**config.mk**
```make
export PLATFORM = sky130hd
export DESIGN_NAME = mmu_top
export DESIGN_NICKNAME = d
export VERILOG_FILES = /design/src/verilog/mmu_pkg.sv /design/src/verilog/bus_pkg.sv /design/src/verilog/tlb.sv /design/src/verilog/page_walker.sv /design/src/verilog/mmu_top.sv
export SDC_FILE = /design/constraint.sdc
export NUM_CORES = 1
export LEC_CHECK = 0
export BUFFER_PORTS_ARGS = -buffer_cell sky130_fd_sc_hd__buf_4
export CAP_MARGIN = 10
export CORE_MARGIN = 2
export CORE_UTILIZATION = 40
export CTS_BUF_LIST = sky130_fd_sc_hd__clkbuf_4 sky130_fd_sc_hd__clkbuf_8
export DETAILED_ROUTE_END_ITERATION = 10
export PLACE_DENSITY = 0.58
export SYNTH_ARGS = -nofsm -noshare
export SYNTH_HDL_FRONTEND = slang
export SYNTH_SLANG_ARGS = --single-unit
```
**constraint.sdc**
```tcl
create_clock -name clk -period 9.8 [get_ports clk]
set_clock_uncertainty 0.1 [all_clocks]
set_input_delay 0.98 -clock clk [delete_from_list [all_inputs] [get_ports clk]]
set_output_delay 0.98 -clock clk [all_outputs]
set_load 0.05 [all_outputs]
```
**src/verilog/mmu_pkg.sv**
```systemverilog
/* Sv32 translation types shared by the MMU blocks and the testbench.
   Import with mmu_pkg::* in the module header. */
package mmu_pkg;

    localparam int VPN_BITS         = 20;
    localparam int PPN_BITS         = 22;
    localparam int PAGE_OFFSET_BITS = 12;
    localparam int PADDR_BITS       = 34;
    localparam int TLB_INDEX_BITS   = 4;
    localparam int TLB_ENTRIES      = 2 ** TLB_INDEX_BITS;
    localparam int TLB_TAG_BITS     = VPN_BITS - TLB_INDEX_BITS;

    typedef struct packed {
        logic [9:0] vpn1;
        logic [9:0] vpn0;
    } vpn_t;

    typedef logic [PPN_BITS-1:0] ppn_t;

    // pte flags with valid at bit 0
    typedef struct packed {
        logic d;
        logic a;
        logic g;
        logic u;
        logic x;
        logic w;
        logic r;
        logic v;
    } access_bits_t;

    typedef struct packed {
        logic [11:0]  ppn1;
        logic [9:0]   ppn0;
        logic [1:0]   rsw;
        access_bits_t access;
    } pte_leaf_t;

    typedef struct packed {
        ppn_t         ppn;
        logic [1:0]   rsw;
        access_bits_t access;
    } pte_pointer_t;

    // the same word is read as a leaf or as a pointer to the next table
    typedef union packed {
        pte_leaf_t    leaf;
        pte_pointer_t pointer;
    } pte_t;

    typedef struct packed {
        logic mode;
        ppn_t ppn;
    } satp_t;

    typedef struct packed {
        logic                  done;
        logic                  pagefault;
        logic                  accessfault;
        logic [PADDR_BITS-1:0] physical_address;
        access_bits_t          access_bits;
    } xlate_result_t;

    localparam access_bits_t BARE_ACCESS_BITS = '{
        d: 1'b1, a: 1'b1, g: 1'b0, u: 1'b0,
        x: 1'b1, w: 1'b1, r: 1'b1, v: 1'b1
    };

endpackage

```
**src/verilog/bus_pkg.sv**
```systemverilog
/* Command and response codes of the read-only memory bus and the request and
   response bundles that carry them between master and memory. */
package bus_pkg;

    localparam int BUS_ADDR_BITS = 34;
    localparam int BUS_DATA_BITS = 32;

    typedef enum logic [2:0] {
        BUS_CMD_NONE  = 3'd0,
        BUS_CMD_READ  = 3'd1,
        BUS_CMD_WRITE = 3'd2
    } bus_cmd_e;

    typedef enum logic [2:0] {
        BUS_RESP_SUCCESS      = 3'd0,
        BUS_RESP_DECODE_ERROR = 3'd1,
        BUS_RESP_SLAVE_ERROR  = 3'd2
    } bus_resp_e;

    // transaction stays high with a steady address until done
    typedef struct packed {
        logic                     transaction;
        bus_cmd_e                 cmd;
        logic [BUS_ADDR_BITS-1:0] address;
    } bus_req_t;

    typedef struct packed {
        logic                     done;
        bus_resp_e                response;
        logic [BUS_DATA_BITS-1:0] rdata;
    } bus_rsp_t;

endpackage

```
**src/verilog/tlb.sv**
```systemverilog
/* Direct-mapped Sv32 TLB with combinational lookup, one refill port and a
   flush that drops every entry on the next edge. */
`timescale 1ns/1ps
module tlb
    import mmu_pkg::*;
(
    input  logic         clk,
    input  logic         rst_n,

    input  logic         flush,

    input  vpn_t         lookup_vpn,
    output logic         hit,
    output ppn_t         hit_ppn,
    output access_bits_t hit_access_bits,

    input  logic         fill,
    input  vpn_t         fill_vpn,
    input  ppn_t         fill_ppn,
    input  access_bits_t fill_access_bits
);

    typedef struct packed {
        logic [TLB_TAG_BITS-1:0] tag;
        ppn_t                    ppn;
        access_bits_t            access_bits;
    } tlb_entry_t;

    logic [TLB_ENTRIES-1:0]    valid;
    tlb_entry_t                entries [TLB_ENTRIES];

    logic [VPN_BITS-1:0]       lookup_bits;
    logic [VPN_BITS-1:0]       fill_bits;
    logic [TLB_INDEX_BITS-1:0] lookup_index;
    logic [TLB_TAG_BITS-1:0]   lookup_tag;
    logic [TLB_INDEX_BITS-1:0] fill_index;
    logic [TLB_TAG_BITS-1:0]   fill_tag;
    tlb_entry_t                lookup_entry;

    // low vpn bits pick the slot, the rest is the tag
    assign lookup_bits  = lookup_vpn;
    assign fill_bits    = fill_vpn;
    assign lookup_index = lookup_bits[TLB_INDEX_BITS-1:0];
    assign lookup_tag   = lookup_bits[VPN_BITS-1:TLB_INDEX_BITS];
    assign fill_index   = fill_bits[TLB_INDEX_BITS-1:0];
    assign fill_tag     = fill_bits[VPN_BITS-1:TLB_INDEX_BITS];

    // ~~~~~~~~~~~~~~~~~~~~~~~~~~~~~~~~~~~~~~~~~~~~~~~~~~~~~~~~~~~~~~~~~~~~~
    // lookup
    // ~~~~~~~~~~~~~~~~~~~~~~~~~~~~~~~~~~~~~~~~~~~~~~~~~~~~~~~~~~~~~~~~~~~~~

    assign lookup_entry    = entries[lookup_index];
    assign hit             = valid[lookup_index] && (lookup_entry.tag == lookup_tag);
    assign hit_ppn         = lookup_entry.ppn;
    assign hit_access_bits = lookup_entry.access_bits;

    // ~~~~~~~~~~~~~~~~~~~~~~~~~~~~~~~~~~~~~~~~~~~~~~~~~~~~~~~~~~~~~~~~~~~~~
    // refill and flush
    // ~~~~~~~~~~~~~~~~~~~~~~~~~~~~~~~~~~~~~~~~~~~~~~~~~~~~~~~~~~~~~~~~~~~~~

    always_ff @(posedge clk) begin
        if (!rst_n) begin
            valid <= '0;
        end else begin
            if (flush) begin
                valid <= '0;
            end
            if (fill) begin
                valid[fill_index] <= 1'b1;  // a refill in the flush cycle survives
            end
        end
    end

    always_ff @(posedge clk) begin
        if (fill) begin
            entries[fill_index] <= '{
                tag:         fill_tag,
                ppn:         fill_ppn,
                access_bits: fill_access_bits
            };
        end
    end

endmodule

```
**src/verilog/page_walker.sv**
```systemverilog
/* Two-level Sv32 page table walker. A walk_start strobe in idle starts a walk,
   the outcome is valid in the single walk_done cycle. */
`timescale 1ns/1ps
module page_walker
    import mmu_pkg::*;
    import bus_pkg::*;
(
    input  logic         clk,
    input  logic         rst_n,

    input  logic         walk_start,
    input  vpn_t         vpn,
    input  ppn_t         root_ppn,

    output bus_req_t     m_req,
    input  bus_rsp_t     m_rsp,

    output logic         walk_done,
    output logic         walk_pagefault,
    output logic         walk_accessfault,
    output ppn_t         walk_ppn,
    output access_bits_t walk_access_bits
);

    typedef enum logic {
        ST_IDLE,
        ST_WALK
    } walk_state_e;

    walk_state_e state;
    logic        level;       // 1 for the root table, 0 for the leaf table
    ppn_t        table_base;
    vpn_t        saved_vpn;

    pte_t        pte;
    logic [9:0]  vpn_index;
    logic        bus_error;
    logic        pte_invalid;
    logic        pte_leaf;
    logic        pte_misaligned;
    logic        last_read;

    // ~~~~~~~~~~~~~~~~~~~~~~~~~~~~~~~~~~~~~~~~~~~~~~~~~~~~~~~~~~~~~~~~~~~~~
    // bus request
    // ~~~~~~~~~~~~~~~~~~~~~~~~~~~~~~~~~~~~~~~~~~~~~~~~~~~~~~~~~~~~~~~~~~~~~

    assign vpn_index = level ? saved_vpn.vpn1 : saved_vpn.vpn0;

    always_comb begin
        m_req.transaction = (state == ST_WALK);
        m_req.cmd         = (state == ST_WALK) ? BUS_CMD_READ : BUS_CMD_NONE;
        m_req.address     = {table_base, vpn_index, 2'b00}; // base * 4096 + index * 4
    end

    // ~~~~~~~~~~~~~~~~~~~~~~~~~~~~~~~~~~~~~~~~~~~~~~~~~~~~~~~~~~~~~~~~~~~~~
    // entry classification
    // ~~~~~~~~~~~~~~~~~~~~~~~~~~~~~~~~~~~~~~~~~~~~~~~~~~~~~~~~~~~~~~~~~~~~~

    assign pte       = m_rsp.rdata;
    assign bus_error = (m_rsp.response != BUS_RESP_SUCCESS);

    assign pte_invalid    = !pte.leaf.access.v || (pte.leaf.access.w && !pte.leaf.access.r);
    assign pte_leaf       = pte.leaf.access.r || pte.leaf.access.x; // otherwise a pointer
    assign pte_misaligned = level && (pte.leaf.ppn0 != '0);

    // only a valid pointer at level 1 keeps the walk going
    assign last_read = bus_error || pte_invalid || pte_leaf || !level;

    always_comb begin
        walk_done        = 1'b0;
        walk_pagefault   = 1'b0;
        walk_accessfault = 1'b0;
        if (state == ST_WALK && m_rsp.done && last_read) begin
            walk_done = 1'b1;
            if (bus_error) begin
                walk_accessfault = 1'b1;
            end else if (pte_invalid || !pte_leaf || pte_misaligned) begin
                walk_pagefault = 1'b1;
            end
        end
    end

    // a megapage maps vpn0 straight through
    assign walk_ppn         = {pte.leaf.ppn1, level ? saved_vpn.vpn0 : pte.leaf.ppn0};
    assign walk_access_bits = pte.leaf.access;

    // ~~~~~~~~~~~~~~~~~~~~~~~~~~~~~~~~~~~~~~~~~~~~~~~~~~~~~~~~~~~~~~~~~~~~~
    // walk state
    // ~~~~~~~~~~~~~~~~~~~~~~~~~~~~~~~~~~~~~~~~~~~~~~~~~~~~~~~~~~~~~~~~~~~~~

    always_ff @(posedge clk) begin
        if (!rst_n) begin
            state <= ST_IDLE;
        end else begin
            case (state)
                ST_IDLE: begin
                    if (walk_start) begin
                        state <= ST_WALK;
                    end
                end
                ST_WALK: begin
                    if (m_rsp.done && last_read) begin
                        state <= ST_IDLE;
                    end
                end
                default: state <= ST_IDLE;
            endcase
        end
    end

    always_ff @(posedge clk) begin
        if (state == ST_IDLE) begin
            if (walk_start) begin
                level      <= 1'b1;
                table_base <= root_ppn;
                saved_vpn  <= vpn;
            end
        end else if (m_rsp.done && !last_read) begin
            level      <= 1'b0;                 // descend through the pointer
            table_base <= pte.pointer.ppn;
        end
    end

endmodule

```
**src/verilog/mmu_top.sv**
```systemverilog
/* Sv32 MMU top. Accepts one translation at a time, answers from bare mode or
   the TLB in one cycle and otherwise runs the page walker over the bus. */
`timescale 1ns/1ps
module mmu_top
    import mmu_pkg::*;
    import bus_pkg::*;
(
    input  logic          clk,
    input  logic          rst_n,

    input  logic          request,
    input  logic [31:0]   virtual_address,
    input  satp_t         satp,
    input  logic          tlb_flush,

    output logic          busy,
    output xlate_result_t result,

    output bus_req_t      m_req,
    input  bus_rsp_t      m_rsp
);

    typedef enum logic {
        ST_IDLE,
        ST_WALK
    } top_state_e;

    top_state_e   state;
    logic         accept;
    logic [31:0]  saved_va;
    ppn_t         saved_root;
    vpn_t         lookup_vpn;
    vpn_t         saved_vpn;

    logic         tlb_hit;
    ppn_t         tlb_ppn;
    access_bits_t tlb_access_bits;
    logic         tlb_fill;

    logic         walk_start;
    logic         walk_done;
    logic         walk_pagefault;
    logic         walk_accessfault;
    ppn_t         walk_ppn;
    access_bits_t walk_access_bits;

    assign busy       = (state != ST_IDLE) || result.done; // held through the done cycle
    assign accept     = request && !busy;
    assign lookup_vpn = virtual_address[31:PAGE_OFFSET_BITS];
    assign saved_vpn  = saved_va[31:PAGE_OFFSET_BITS];
    assign tlb_fill   = walk_done && !walk_pagefault && !walk_accessfault;

    tlb u_tlb (
        .clk              (clk),
        .rst_n            (rst_n),
        .flush            (tlb_flush),
        .lookup_vpn       (lookup_vpn),
        .hit              (tlb_hit),
        .hit_ppn          (tlb_ppn),
        .hit_access_bits  (tlb_access_bits),
        .fill             (tlb_fill),
        .fill_vpn         (saved_vpn),
        .fill_ppn         (walk_ppn),
        .fill_access_bits (walk_access_bits)
    );

    page_walker u_page_walker (
        .clk              (clk),
        .rst_n            (rst_n),
        .walk_start       (walk_start),
        .vpn              (saved_vpn),
        .root_ppn         (saved_root),
        .m_req            (m_req),
        .m_rsp            (m_rsp),
        .walk_done        (walk_done),
        .walk_pagefault   (walk_pagefault),
        .walk_accessfault (walk_accessfault),
        .walk_ppn         (walk_ppn),
        .walk_access_bits (walk_access_bits)
    );

    // ~~~~~~~~~~~~~~~~~~~~~~~~~~~~~~~~~~~~~~~~~~~~~~~~~~~~~~~~~~~~~~~~~~~~~
    // request control and result register
    // ~~~~~~~~~~~~~~~~~~~~~~~~~~~~~~~~~~~~~~~~~~~~~~~~~~~~~~~~~~~~~~~~~~~~~

    always_ff @(posedge clk) begin
        if (!rst_n) begin
            state       <= ST_IDLE;
            walk_start  <= 1'b0;
            result.done <= 1'b0;
        end else begin
            result.done <= 1'b0;
            walk_start  <= 1'b0;
            case (state)
                ST_IDLE: begin
                    if (accept) begin
                        saved_va   <= virtual_address;
                        saved_root <= satp.ppn;
                        if (!satp.mode) begin
                            result <= '{1'b1, 1'b0, 1'b0,
                                        {2'b00, virtual_address}, BARE_ACCESS_BITS};
                        end else if (tlb_hit) begin
                            result <= '{1'b1, 1'b0, 1'b0,
                                        {tlb_ppn, virtual_address[PAGE_OFFSET_BITS-1:0]},
                                        tlb_access_bits};
                        end else begin
                            walk_start <= 1'b1;
                            state      <= ST_WALK;
                        end
                    end
                end
                ST_WALK: begin
                    if (walk_done) begin
                        state              <= ST_IDLE;
                        result.done        <= 1'b1;
                        result.pagefault   <= walk_pagefault;
                        result.accessfault <= walk_accessfault;
                        if (tlb_fill) begin
                            result.physical_address <=
                                {walk_ppn, saved_va[PAGE_OFFSET_BITS-1:0]};
                            result.access_bits      <= walk_access_bits;
                        end else begin
                            result.physical_address <= '0; // faults carry no address
                            result.access_bits      <= '0;
                        end
                    end
                end
                default: state <= ST_IDLE;
            endcase
        end
    end

endmodule

```
==> results list, run 1 <==
- Share of power burned in combinational logic: 5.3%
* First-pass GRT wire length: between 100,000 and 150,000 µm
* Slowest CP cell: sky130_fd_sc_hd__buf_4
* Post-synthesis mux area share: 16.12%
- Drc violations: 0
- Unrepaired setup endpoints after global routing: false
* Vias per cell: around 5.5
* Max transition margin: 20.71%
- Main area contributors after synthesis: sky130_fd_sc_hd__edfxtp_1, sky130_fd_sc_hd__mux4_2, sky130_fd_sc_hd__mux2_2
* Switch Pwr: 1.744 mW
* Worst-case vdd ir drop: 128.7 µV
- Die outline width: a little under 300 µm
- For this design the ratio of total power to cell area is 195.7 mW/mm².
- Total detailed-routing wirelength: 88,230 µm
- Multi-input combinational cell area: 0.007362 mm²
* Final number of max-transition violations: 0
- After global routing the overflow that remains totals 0.
- Dividing the detail-routed wire length by the instance count gives 28.44 µm.
- TritonCTS Buffers: 146
- In the synthesized netlist the async set-or-reset flop fraction comes to 0%.
* Commonest cells after routing, fill and taps aside: sky130_fd_sc_hd__edfxtp_1, sky130_fd_sc_hd__buf_4, sky130_fd_sc_hd__mux4_2
- Initial antenna violation count: 5
* Main combinational cell family by area after synthesis: multiplexers
* Launching element of the worst setup path: virtual_address[12]
- Final Cycle Share: a little under 60%
- CTS tree: done
* Relative contribution of the clock network to total power: 40.5%
- Number of post-CTS setup repair buffers: 0
- Arrival time worst endpoint: 6.08 ns
* Required time of the worst setup path: 10.11 ns
- Final min period: 5.764 ns
* Post-synthesis area per instance: 22.04 µm²
* Hold Buf Count CTS: 0
- Yosys mapped a number of flops with a built-in enable equal to 877.
- The run finished with clean final reports.
- Internal power of the cells: 6.102 mW
- In this run the worst setup path terminates at result[38].
- The congestion estimate from routability-driven global placement came to 0.7697.
* Area occupied by registers: about 0.027 mm²
- In this run the worst hold path is classified as in2reg.
* Height of the die: 297.5 µm
* Minimum setup slack among reg-to-reg paths: 5.20 ns
- CTS resizes: 0
* R2R cell count: 9
- In this run the number of cells on the critical path is 11.
- Max Freq: 0.1735 GHz
- Walking the worst path, the cells encountered are buf_8 -> buf_4 -> mux4_2 -> mux4_2 -> xnor2_1 -> nand4_1 -> a2111oi_2 -> and4_1 -> a21o_2 -> o21a_2 -> buf_4.
- Combined buffer and inverter count along the critical path: 3
* Initial standard-cell utilization of the core: 40.40%
* Core area: 0.08528 mm²
- The Yosys step of the flow raised 0 warnings.
* Final design utilization: 47.00%
- Simple-gate area share of the yosys netlist: 1.954%
* Endpoint of the worst register-to-register path: result[38]
* Synth area leader: sky130_fd_sc_hd__edfxtp_1
- In the global route stage, overall resource usage came out at 19.99%.
* Area Growth Syn to Fin: 16.35%
* Final TNS setup: 0 ns
- Layout cells sized above 1: 36.94%
- Complex-gate fraction of the synthesized area: 2.303%
- Most instantiated flip-flop cell in the synthesis netlist: sky130_fd_sc_hd__edfxtp_1
- The initialized floorplan defines 107 standard-cell rows.
- Num Clock Sinks: 897
* Cell area after synthesis: 0.03445 mm²
- The HPWL after detailed placement is about 50,000 µm.
- For this design the static power due to leakage is 13.01 nW.
- Max-cap violations in this run came to 0.
- Fin nets: 1,940
* Adder-Cell Fraction of Synth Area: 0%
* Post-synthesis instance total: around 1,600
- # setup viols final: 0
- The number of failing hold endpoints at the final stage came to 0.
- The library cell used most frequently in the layout, excluding fill and tap cells, is sky130_fd_sc_hd__edfxtp_1.
* Fill cell instance count of the final layout: 7,053
* Critical path start-end classification: in2reg
- Of the total power, the share spent switching nets is 22.23%.
- Die Footprint: between 0.08 and 0.09 mm²
- Pin count of the biggest net entering global routing: 66
* Via count: 17,150
* Clock network latency to the later pin of the worst-skew pair: just under 0.8 ns
- The first detailed-routing pass took 5 iterations.
- The number of global-route vias before repair came to 17,900.
- CP Capture Type: register
- After detailed placement, the total cell area comes to roughly 0.037 mm².
* Cell family with most CP delay: buffers and inverters
- The count of nets left with antenna violations once routing finished came out at 0.
- The startpoint identified for the worst register-to-register timing path is u_tlb.entries[13][37].
* IO Port Bufs: roughly 170
- Count of unique library cells instantiated by Yosys: 51
* Max Fanout on Critical Path: 60
- Share of synthesized area occupied by flip-flops and latches: between 70 and 80%
* Starting DRC count in detailed routing: 1,763
- No sink is reached through more buffers than the 3 on the longest clock path.
* Flop pwr share: 54.3%
* Startpoint Class: input port
* Buffer cell driving the clock tree root: sky130_fd_sc_hd__clkbuf_8
* Final hold slack: 0.2582 ns
- Area share of the largest cell type after synthesis: 76.44%
- XOR/XNOR share of the synthesized area: less than 1%
- 179 I/O pins were placed.
* Post-synthesis register bit count: 897
- Max H-tree Level: 4
* Largest stage delay on the critical path: 0.62 ns
- Clock slew at the register clock pins of the worst setup and hold paths: about 0.060 ns
* Worst slew pin tran: 1.187 ns
- Final non-filler cell area: 0.04009 mm²
[per-stage QoR]
step                worst slack [ns]  instances  power (mW)
detailed placement             3.130       2841       4.755
CTS                            3.983       3101       7.932
finish                         4.036       3102       7.846
global placement               3.211       2841       4.747
global route                   3.726       3102       8.117
floorplan                      4.015       1566       4.584
[cell families (layout without fill, tap and decap cells)]
logic type | Yosys count | after routing
simple gates | 130 | 130
compound gates | 117 | 117
xor+xnor | 21 | 21
mux | 288 | 288
buf+inv | 109 | 500
flops | 897 | 897
other cells | 1 | 5
[power groups by stage]
| stage | logic [mW] | clock network [mW] | registers (mW) |
|---|---|---|---|
| final | 0.413 | 3.18 | 4.26 |
| after global routing | 0.439 | 3.42 | 4.26 |
| after CTS | 0.419 | 3.26 | 4.26 |
| after detailed placement | 0.418 | 0 | 4.34 |
| after global placement | 0.412 | 0 | 4.34 |
| after floorplan | 0.223 | 0 | 4.36 |
[layout make-up]
| cell class | instances | area share (%) |
|---|---|---|
| antenna | 1 | 0.006243 |
| multi-input combinational | 560 | 18.37 |
| clock buffer | 202 | 6.108 |
| tap | 1144 | 3.571 |
| timing repair buffer | 212 | 3.998 |
| sequential | 897 | 66.70 |
| clock inverter | 58 | 0.9895 |
| inverter | 28 | 0.2622 |
[sequential cells by signal, summed over array words and instances, names as in the netlist]
| signal | count |
|---|---|
| u_page_walker.state | 1 |
| state | 1 |
| result | 45 |
| u_tlb.entries | 736 |
| u_page_walker.table_base | 22 |
| saved_root | 22 |
| saved_va | 32 |
| u_tlb.valid | 16 |
| walk_start | 1 |
| u_page_walker.level | 1 |
| u_page_walker.saved_vpn | 20 |
[worst min-delay path by stage]
stage                  start             end  slack [ns]  cells past startpoint
finish              satp[12]  saved_root[12]        0.26                      1
global route        satp[12]  saved_root[12]        0.19                      1
CTS                 satp[12]  saved_root[12]        0.18                      1
detailed placement     state           state        0.36                      2
global placement       state           state        0.36                      2
floorplan              state           state        0.34                      2
[synthesized netlist by cell type, types with 9 or more instances]
library cell               count
sky130_fd_sc_hd__clkbuf_1     37
sky130_fd_sc_hd__xnor2_1      10
sky130_fd_sc_hd__edfxtp_1    877
sky130_fd_sc_hd__o21ai_1      20
sky130_fd_sc_hd__nand3_1       9
sky130_fd_sc_hd__inv_1        26
sky130_fd_sc_hd__nand2_1      30
sky130_fd_sc_hd__buf_4        12
sky130_fd_sc_hd__a21oi_1      16
sky130_fd_sc_hd__dfxtp_1      20
sky130_fd_sc_hd__nor2_1       30
sky130_fd_sc_hd__mux4_2      209
sky130_fd_sc_hd__a22oi_1      27
sky130_fd_sc_hd__mux2i_1      35
sky130_fd_sc_hd__a22o_1       17
sky130_fd_sc_hd__o21ai_0      12
sky130_fd_sc_hd__buf_2        20
sky130_fd_sc_hd__nor2b_1      14
sky130_fd_sc_hd__xor2_1       11
sky130_fd_sc_hd__mux2_2       44
sky130_fd_sc_hd__o21a_1       10
[metal layers]
layer / global-route usage [%] / share of wire (%)
met5: 0 / 0.027
met4: 6.037 / 2.2
met3: 5.105 / 7.8
met2: 31.38 / 48
met1: 27.59 / 42
Power figures use the tool's default switching activity.
==> run 2: changes to the inputs <==
ABC_AREA = 1   (was default)
clock period = 5.5 ns   (was 9.8 ns; I/O delays follow)
==> run 2 against run 1 <==
Effect of this change: wire length up 19%; register-to-register slack worse by 3.0 ns; synthesized area up 5.9%; sequential power up 78%; via count increased by 44%; critical path depth up 5; count of clock-buffer cells in the layout down 4.
==> results list, run 2 <==
* Area share of the largest cell type after synthesis: 72.15% (was 76.44%)
- Count of unique library cells instantiated by Yosys: 48 (was 51)
- Post-synthesis instance total: 3,030 (was 1,563)
* Post-synthesis register bit count: 897 (unchanged)
- Gr usage total: 22.32% (was 19.99%)
- Unrepaired setup endpoints after global routing: false (unchanged).
- The proportion of synthesized flip-flops having asynchronous set or reset is 0% (unchanged).
- Main area contributors after synthesis: sky130_fd_sc_hd__edfxtp_1, sky130_fd_sc_hd__nand2_1, sky130_fd_sc_hd__nand3_1 (was sky130_fd_sc_hd__edfxtp_1, sky130_fd_sc_hd__mux4_2, sky130_fd_sc_hd__mux2_2)
- The core utilization of the finished layout was 47.35% (was 47.00%).
* Required time of the worst setup path: 5.83 ns (was 10.11 ns)
- Max transition margin: 23.65% (was 20.71%)
- The maximum root-to-sink buffer count was 3 (unchanged).
- The overall die area is 0.09368 mm² (was 0.08849 mm²).
- The final number of setup-violating endpoints is 0 (unchanged).
* Number of post-CTS setup repair buffers: 0 (unchanged)
* Type of the most critical hold path: in2reg (unchanged)
- Clock network latency to the later pin of the worst-skew pair: 0.82 ns (was 0.79 ns)
* Vias in the first global route: 23,630 (was 17,900)
* Largest stage delay on the critical path: 0.82 ns (was 0.62 ns)
* Most used standard cell by instance count after synthesis: sky130_fd_sc_hd__nand2_1 (was sky130_fd_sc_hd__edfxtp_1)
- Drc violations: 0 (unchanged)
* Max Freq: roughly 0.27 GHz
* Initial standard-cell utilization of the core: 40.43% (was 40.40%)
- Register ranked first by flip-flop count: u_tlb.entries (unchanged)
- The number of I/O port buffers came to 172 (unchanged).
* Cell area after synthesis: 0.03650 mm² (was 0.03445 mm²)
- Post-synthesis area per instance: 12.05 µm² (was 22.04 µm²)
* Adder-Cell Fraction of Synth Area: 0% (unchanged)
- Status: finished clean (unchanged)
- Among the stages of the critical path, the cell type that occurs most often is sky130_fd_sc_hd__nand2_1.
- The cell area after layout is 0.04275 mm² (was 0.04009 mm²).
- The complex-gate fraction of the synthesized area came to 6.342% (was 2.303%).
* List of most frequent post-synthesis cells: sky130_fd_sc_hd__nand2_1, sky130_fd_sc_hd__edfxtp_1, sky130_fd_sc_hd__nand3_1, sky130_fd_sc_hd__a21oi_1, sky130_fd_sc_hd__nor2_1 (was sky130_fd_sc_hd__edfxtp_1, sky130_fd_sc_hd__mux4_2, sky130_fd_sc_hd__mux2_2, sky130_fd_sc_hd__clkbuf_1, sky130_fd_sc_hd__mux2i_1)
- Counting I/O delays and the setup requirement, the final critical path takes 3.640 ns.
- The initial antenna violation count was 1 (was 5).
- Share of synthesized area occupied by flip-flops and latches: 73.25% (was 77.60%)
- Switch Pwr: 3.388 mW (was 1.744 mW)
* Final Cycle Share: 66.19%
- Critical path start-end classification: in2reg (unchanged)
* Internal power of the cells: 10.83 mW (was 6.102 mW)
- Num Clock Sinks: 897 (unchanged)
* Clock slew at the register clock pins of the worst setup and hold paths: 0.06 ns (about the same)
- Flop pwr share: 53.4% (was 54.3%)
* TritonCTS Buffers: 144 (was 146)
- The maximum number of pins on one net before global-route repair was 181 (was 66).
- The net count reported at finish was 3,403 (was 1,940).
- The count of TritonRoute iterations in the first routing pass is 5 (unchanged).
- Most frequent standard cell in the layout excluding fill and tap cells: sky130_fd_sc_hd__nand2_1 (was sky130_fd_sc_hd__edfxtp_1)
* Number of max-cap violations: 0 (unchanged)
* Max H-tree Level: 4 (unchanged)
- The clock tree root driver cell is sky130_fd_sc_hd__clkbuf_8 (unchanged).
- The standby leakage power was 15.70 nW (was 13.01 nW).
* Instance area at placement: 0.03915 mm² (was 0.03724 mm²)
* Post-synthesis mux area share: 0% (was 16.12%)
- Standard-cell rows: 110 (was 107)
- Arrival time worst endpoint: 3.97 ns (was 6.08 ns)
- The initial detailed-routing violation count is 2,744 (was 1,763).
- The maximum vdd drop was 232.9 µV (was 128.7 µV).
* Number of enable-type register cells in the synthesized netlist: 877 (unchanged)
- Height of the die: 306.1 µm (was 297.5 µm)
* Largest registers: u_tlb.entries: 736 flops, result: 45 flops, saved_va: 32 flops (unchanged)
* Vias per cell: 5.372 (was 5.529)
* Detailed-route wire length per cell: 22.94 µm (was 28.44 µm)
- The number of pins with negative max-slew slack in the final report came to 0 (unchanged).
- The simple-gate share of the synthesized area is 16.30% (was 1.954%).
* Residual overflow from global routing: 0 (unchanged)
* Slowest CP cell: sky130_fd_sc_hd__buf_4 (unchanged)
- The number of flip-flops in the largest register came to 736 (unchanged).
- The switching portion of total power was 23.83% (was 22.23%).
- The area growth from synthesis to layout came to 17.14% (was 16.35%).
- The top-level I/O count was 179 (unchanged).
* Max Fanout on Critical Path: 63 (was 60)
* First-pass GRT wire length: 154,400 µm (was 125,700 µm)
* Total detailed-routing wirelength: 105,300 µm (was 88,230 µm)
* Layout cells sized above 1: 15.20% (was 36.94%)
- The setup total negative slack came to 0 ns (unchanged).
* Weighted congestion at the end of routability-driven global placement: 0.7799 (was 0.7697)
- Core area: 0.09029 mm² (was 0.08528 mm²)
- The dominant synthesized flop cell was sky130_fd_sc_hd__edfxtp_1 (unchanged).
- Die outline width: 306.1 µm (was 297.5 µm)
- The TritonCTS clock tree is done (unchanged).
* Ys Warns: 0 (unchanged)
* Areal power density over the cells: 332.5 mW/mm² (was 195.7 mW/mm²)
* Critical Path, Cell by Cell: dlygate4sd3_1 -> buf_4 -> buf_4 -> nand3_1 -> nand2_1 -> nand2_1 -> nand2_1 -> nand2_1 -> nand2_1 -> nand2_1 -> nor2_4 -> nand3_4 -> nand3_1 -> nand2_1 -> inv_2 -> buf_4 (was buf_8 -> buf_4 -> mux4_2 -> mux4_2 -> xnor2_1 -> nand4_1 -> a2111oi_2 -> and4_1 -> a21o_2 -> o21a_2 -> buf_4)
- The number of vias after detailed routing is 24,670 (was 17,150).
- Total power: 14.22 mW (was 7.846 mW)
* Post-route antenna net violation count: 0 (unchanged)
- Number of hold-slack violations in the final timing report: 0 (unchanged)
* CP Capture Type: register (unchanged)
- Share of power burned in combinational logic: 7.0% (was 5.3%)
- The transition at the pin with the smallest max-transition slack came to 1.138 ns (was 1.187 ns).
* Relative contribution of the clock network to total power: 39.7% (was 40.5%)
- Startpoint Class: input port (unchanged)
- The xor/xnor share of the synthesized area was 0.02400% (was 0.5339%).
- The estimated wirelength of the detail-placed design was 57,180 µm (was 49,890 µm).
- Synth area leader: sky130_fd_sc_hd__edfxtp_1 (unchanged)
* Commonest cells after routing, fill and taps aside: sky130_fd_sc_hd__nand2_1, sky130_fd_sc_hd__edfxtp_1, sky130_fd_sc_hd__nand3_1 (was sky130_fd_sc_hd__edfxtp_1, sky130_fd_sc_hd__buf_4, sky130_fd_sc_hd__mux4_2)
- The combinational family with the most area after synthesis is simple AND/OR/NAND/NOR gates (was multiplexers).
run 2: cell count changes in the layout (fill, tap and decap cells not counted), sizes merged, moves of 28 or more:
cell	change
a21oi	+148
mux2	-44
mux4	-209
dlygate4sd3	+80
o211ai	+30
a221oi	+33
inv	+102
mux2i	-35
o21ai	+66
nand3	+321
nor2	+133
nand2	+862
buf	+28
run 2: worst paths after layout:
path,cells past startpoint,slack [ns],from,to
setup / recovery,16,1.86,virtual_address[14],result[1]
hold / removal,4,0.08,m_rsp[32],result[43]
setup reg to reg,11,2.22,u_page_walker.level,u_tlb.entries[10][43]
hold reg to reg,2,0.37,u_tlb.valid[10],u_tlb.valid[10]
run 2: layout make-up:
cell class	count	area [µm²]
clock buffer	198	2400
clock inverter	55	395.4
timing repair buffer	320	2826
tap	1176	1471
fill	8096	47530
sequential	897	26740
multi-input combinational	1812	8397
antenna	1	2.502
inverter	133	525.5
run 2: power by group through the flow:
stage | logic [mW] | clock network, mW | registers [mW]
floorplan | 0.515 | 0 | 7.78
global placement | 0.935 | 0 | 7.72
detailed placement | 0.941 | 0 | 7.73
CTS | 0.989 | 5.74 | 7.58
global route | 1.08 | 6.03 | 7.59
finish | 0.991 | 5.64 | 7.58
run 2: per-layer routing:
| layer | vias up | GRT usage (%) | part of all wire, % |
|---|---|---|---|
| met5 | - | 0 | 0 |
| met4 | 0 | 7.205 | 2.6 |
| met3 | 173 | 4.251 | 8.3 |
| met2 | 1107 | 34.59 | 46 |
| met1 | 12100 | 31.83 | 43 |
| li1 | 11290 | - | - |
run 2: timing repair:
action	CTS	global route
resized for setup	0	0
endpoints found under the hold margin	393	0
hold buffers	80	0
run 2: cell families (layout without fill, tap and decap cells):
logic type                Yosys count  count (layout)
and+or+nand+nor                  1423            1423
DFF                               897             897
AOI/OAI and AO/OA                 384             384
buffers and inverters             324             706
other                               1               5
xor gates and xnor gates            1               1
run 2: per-stage QoR:
step | instances | hold slack, ns | setup slack (ns)
after floorplan | 3033 | 0.3446 | 1.517
after global placement | 4257 | 0.3522 | 1.190
after detailed placement | 4257 | 0.3575 | 1.155
after CTS | 4590 | 0.007290 | 1.926
after global routing | 4592 | 0.05220 | 1.643
final | 4592 | 0.07791 | 1.860
run 2: worst max-delay path: cells and delay by family:
kind                   cells  cell delay, ns
buffers and inverters      5            2.08
and+or+nand+nor           11            1.27
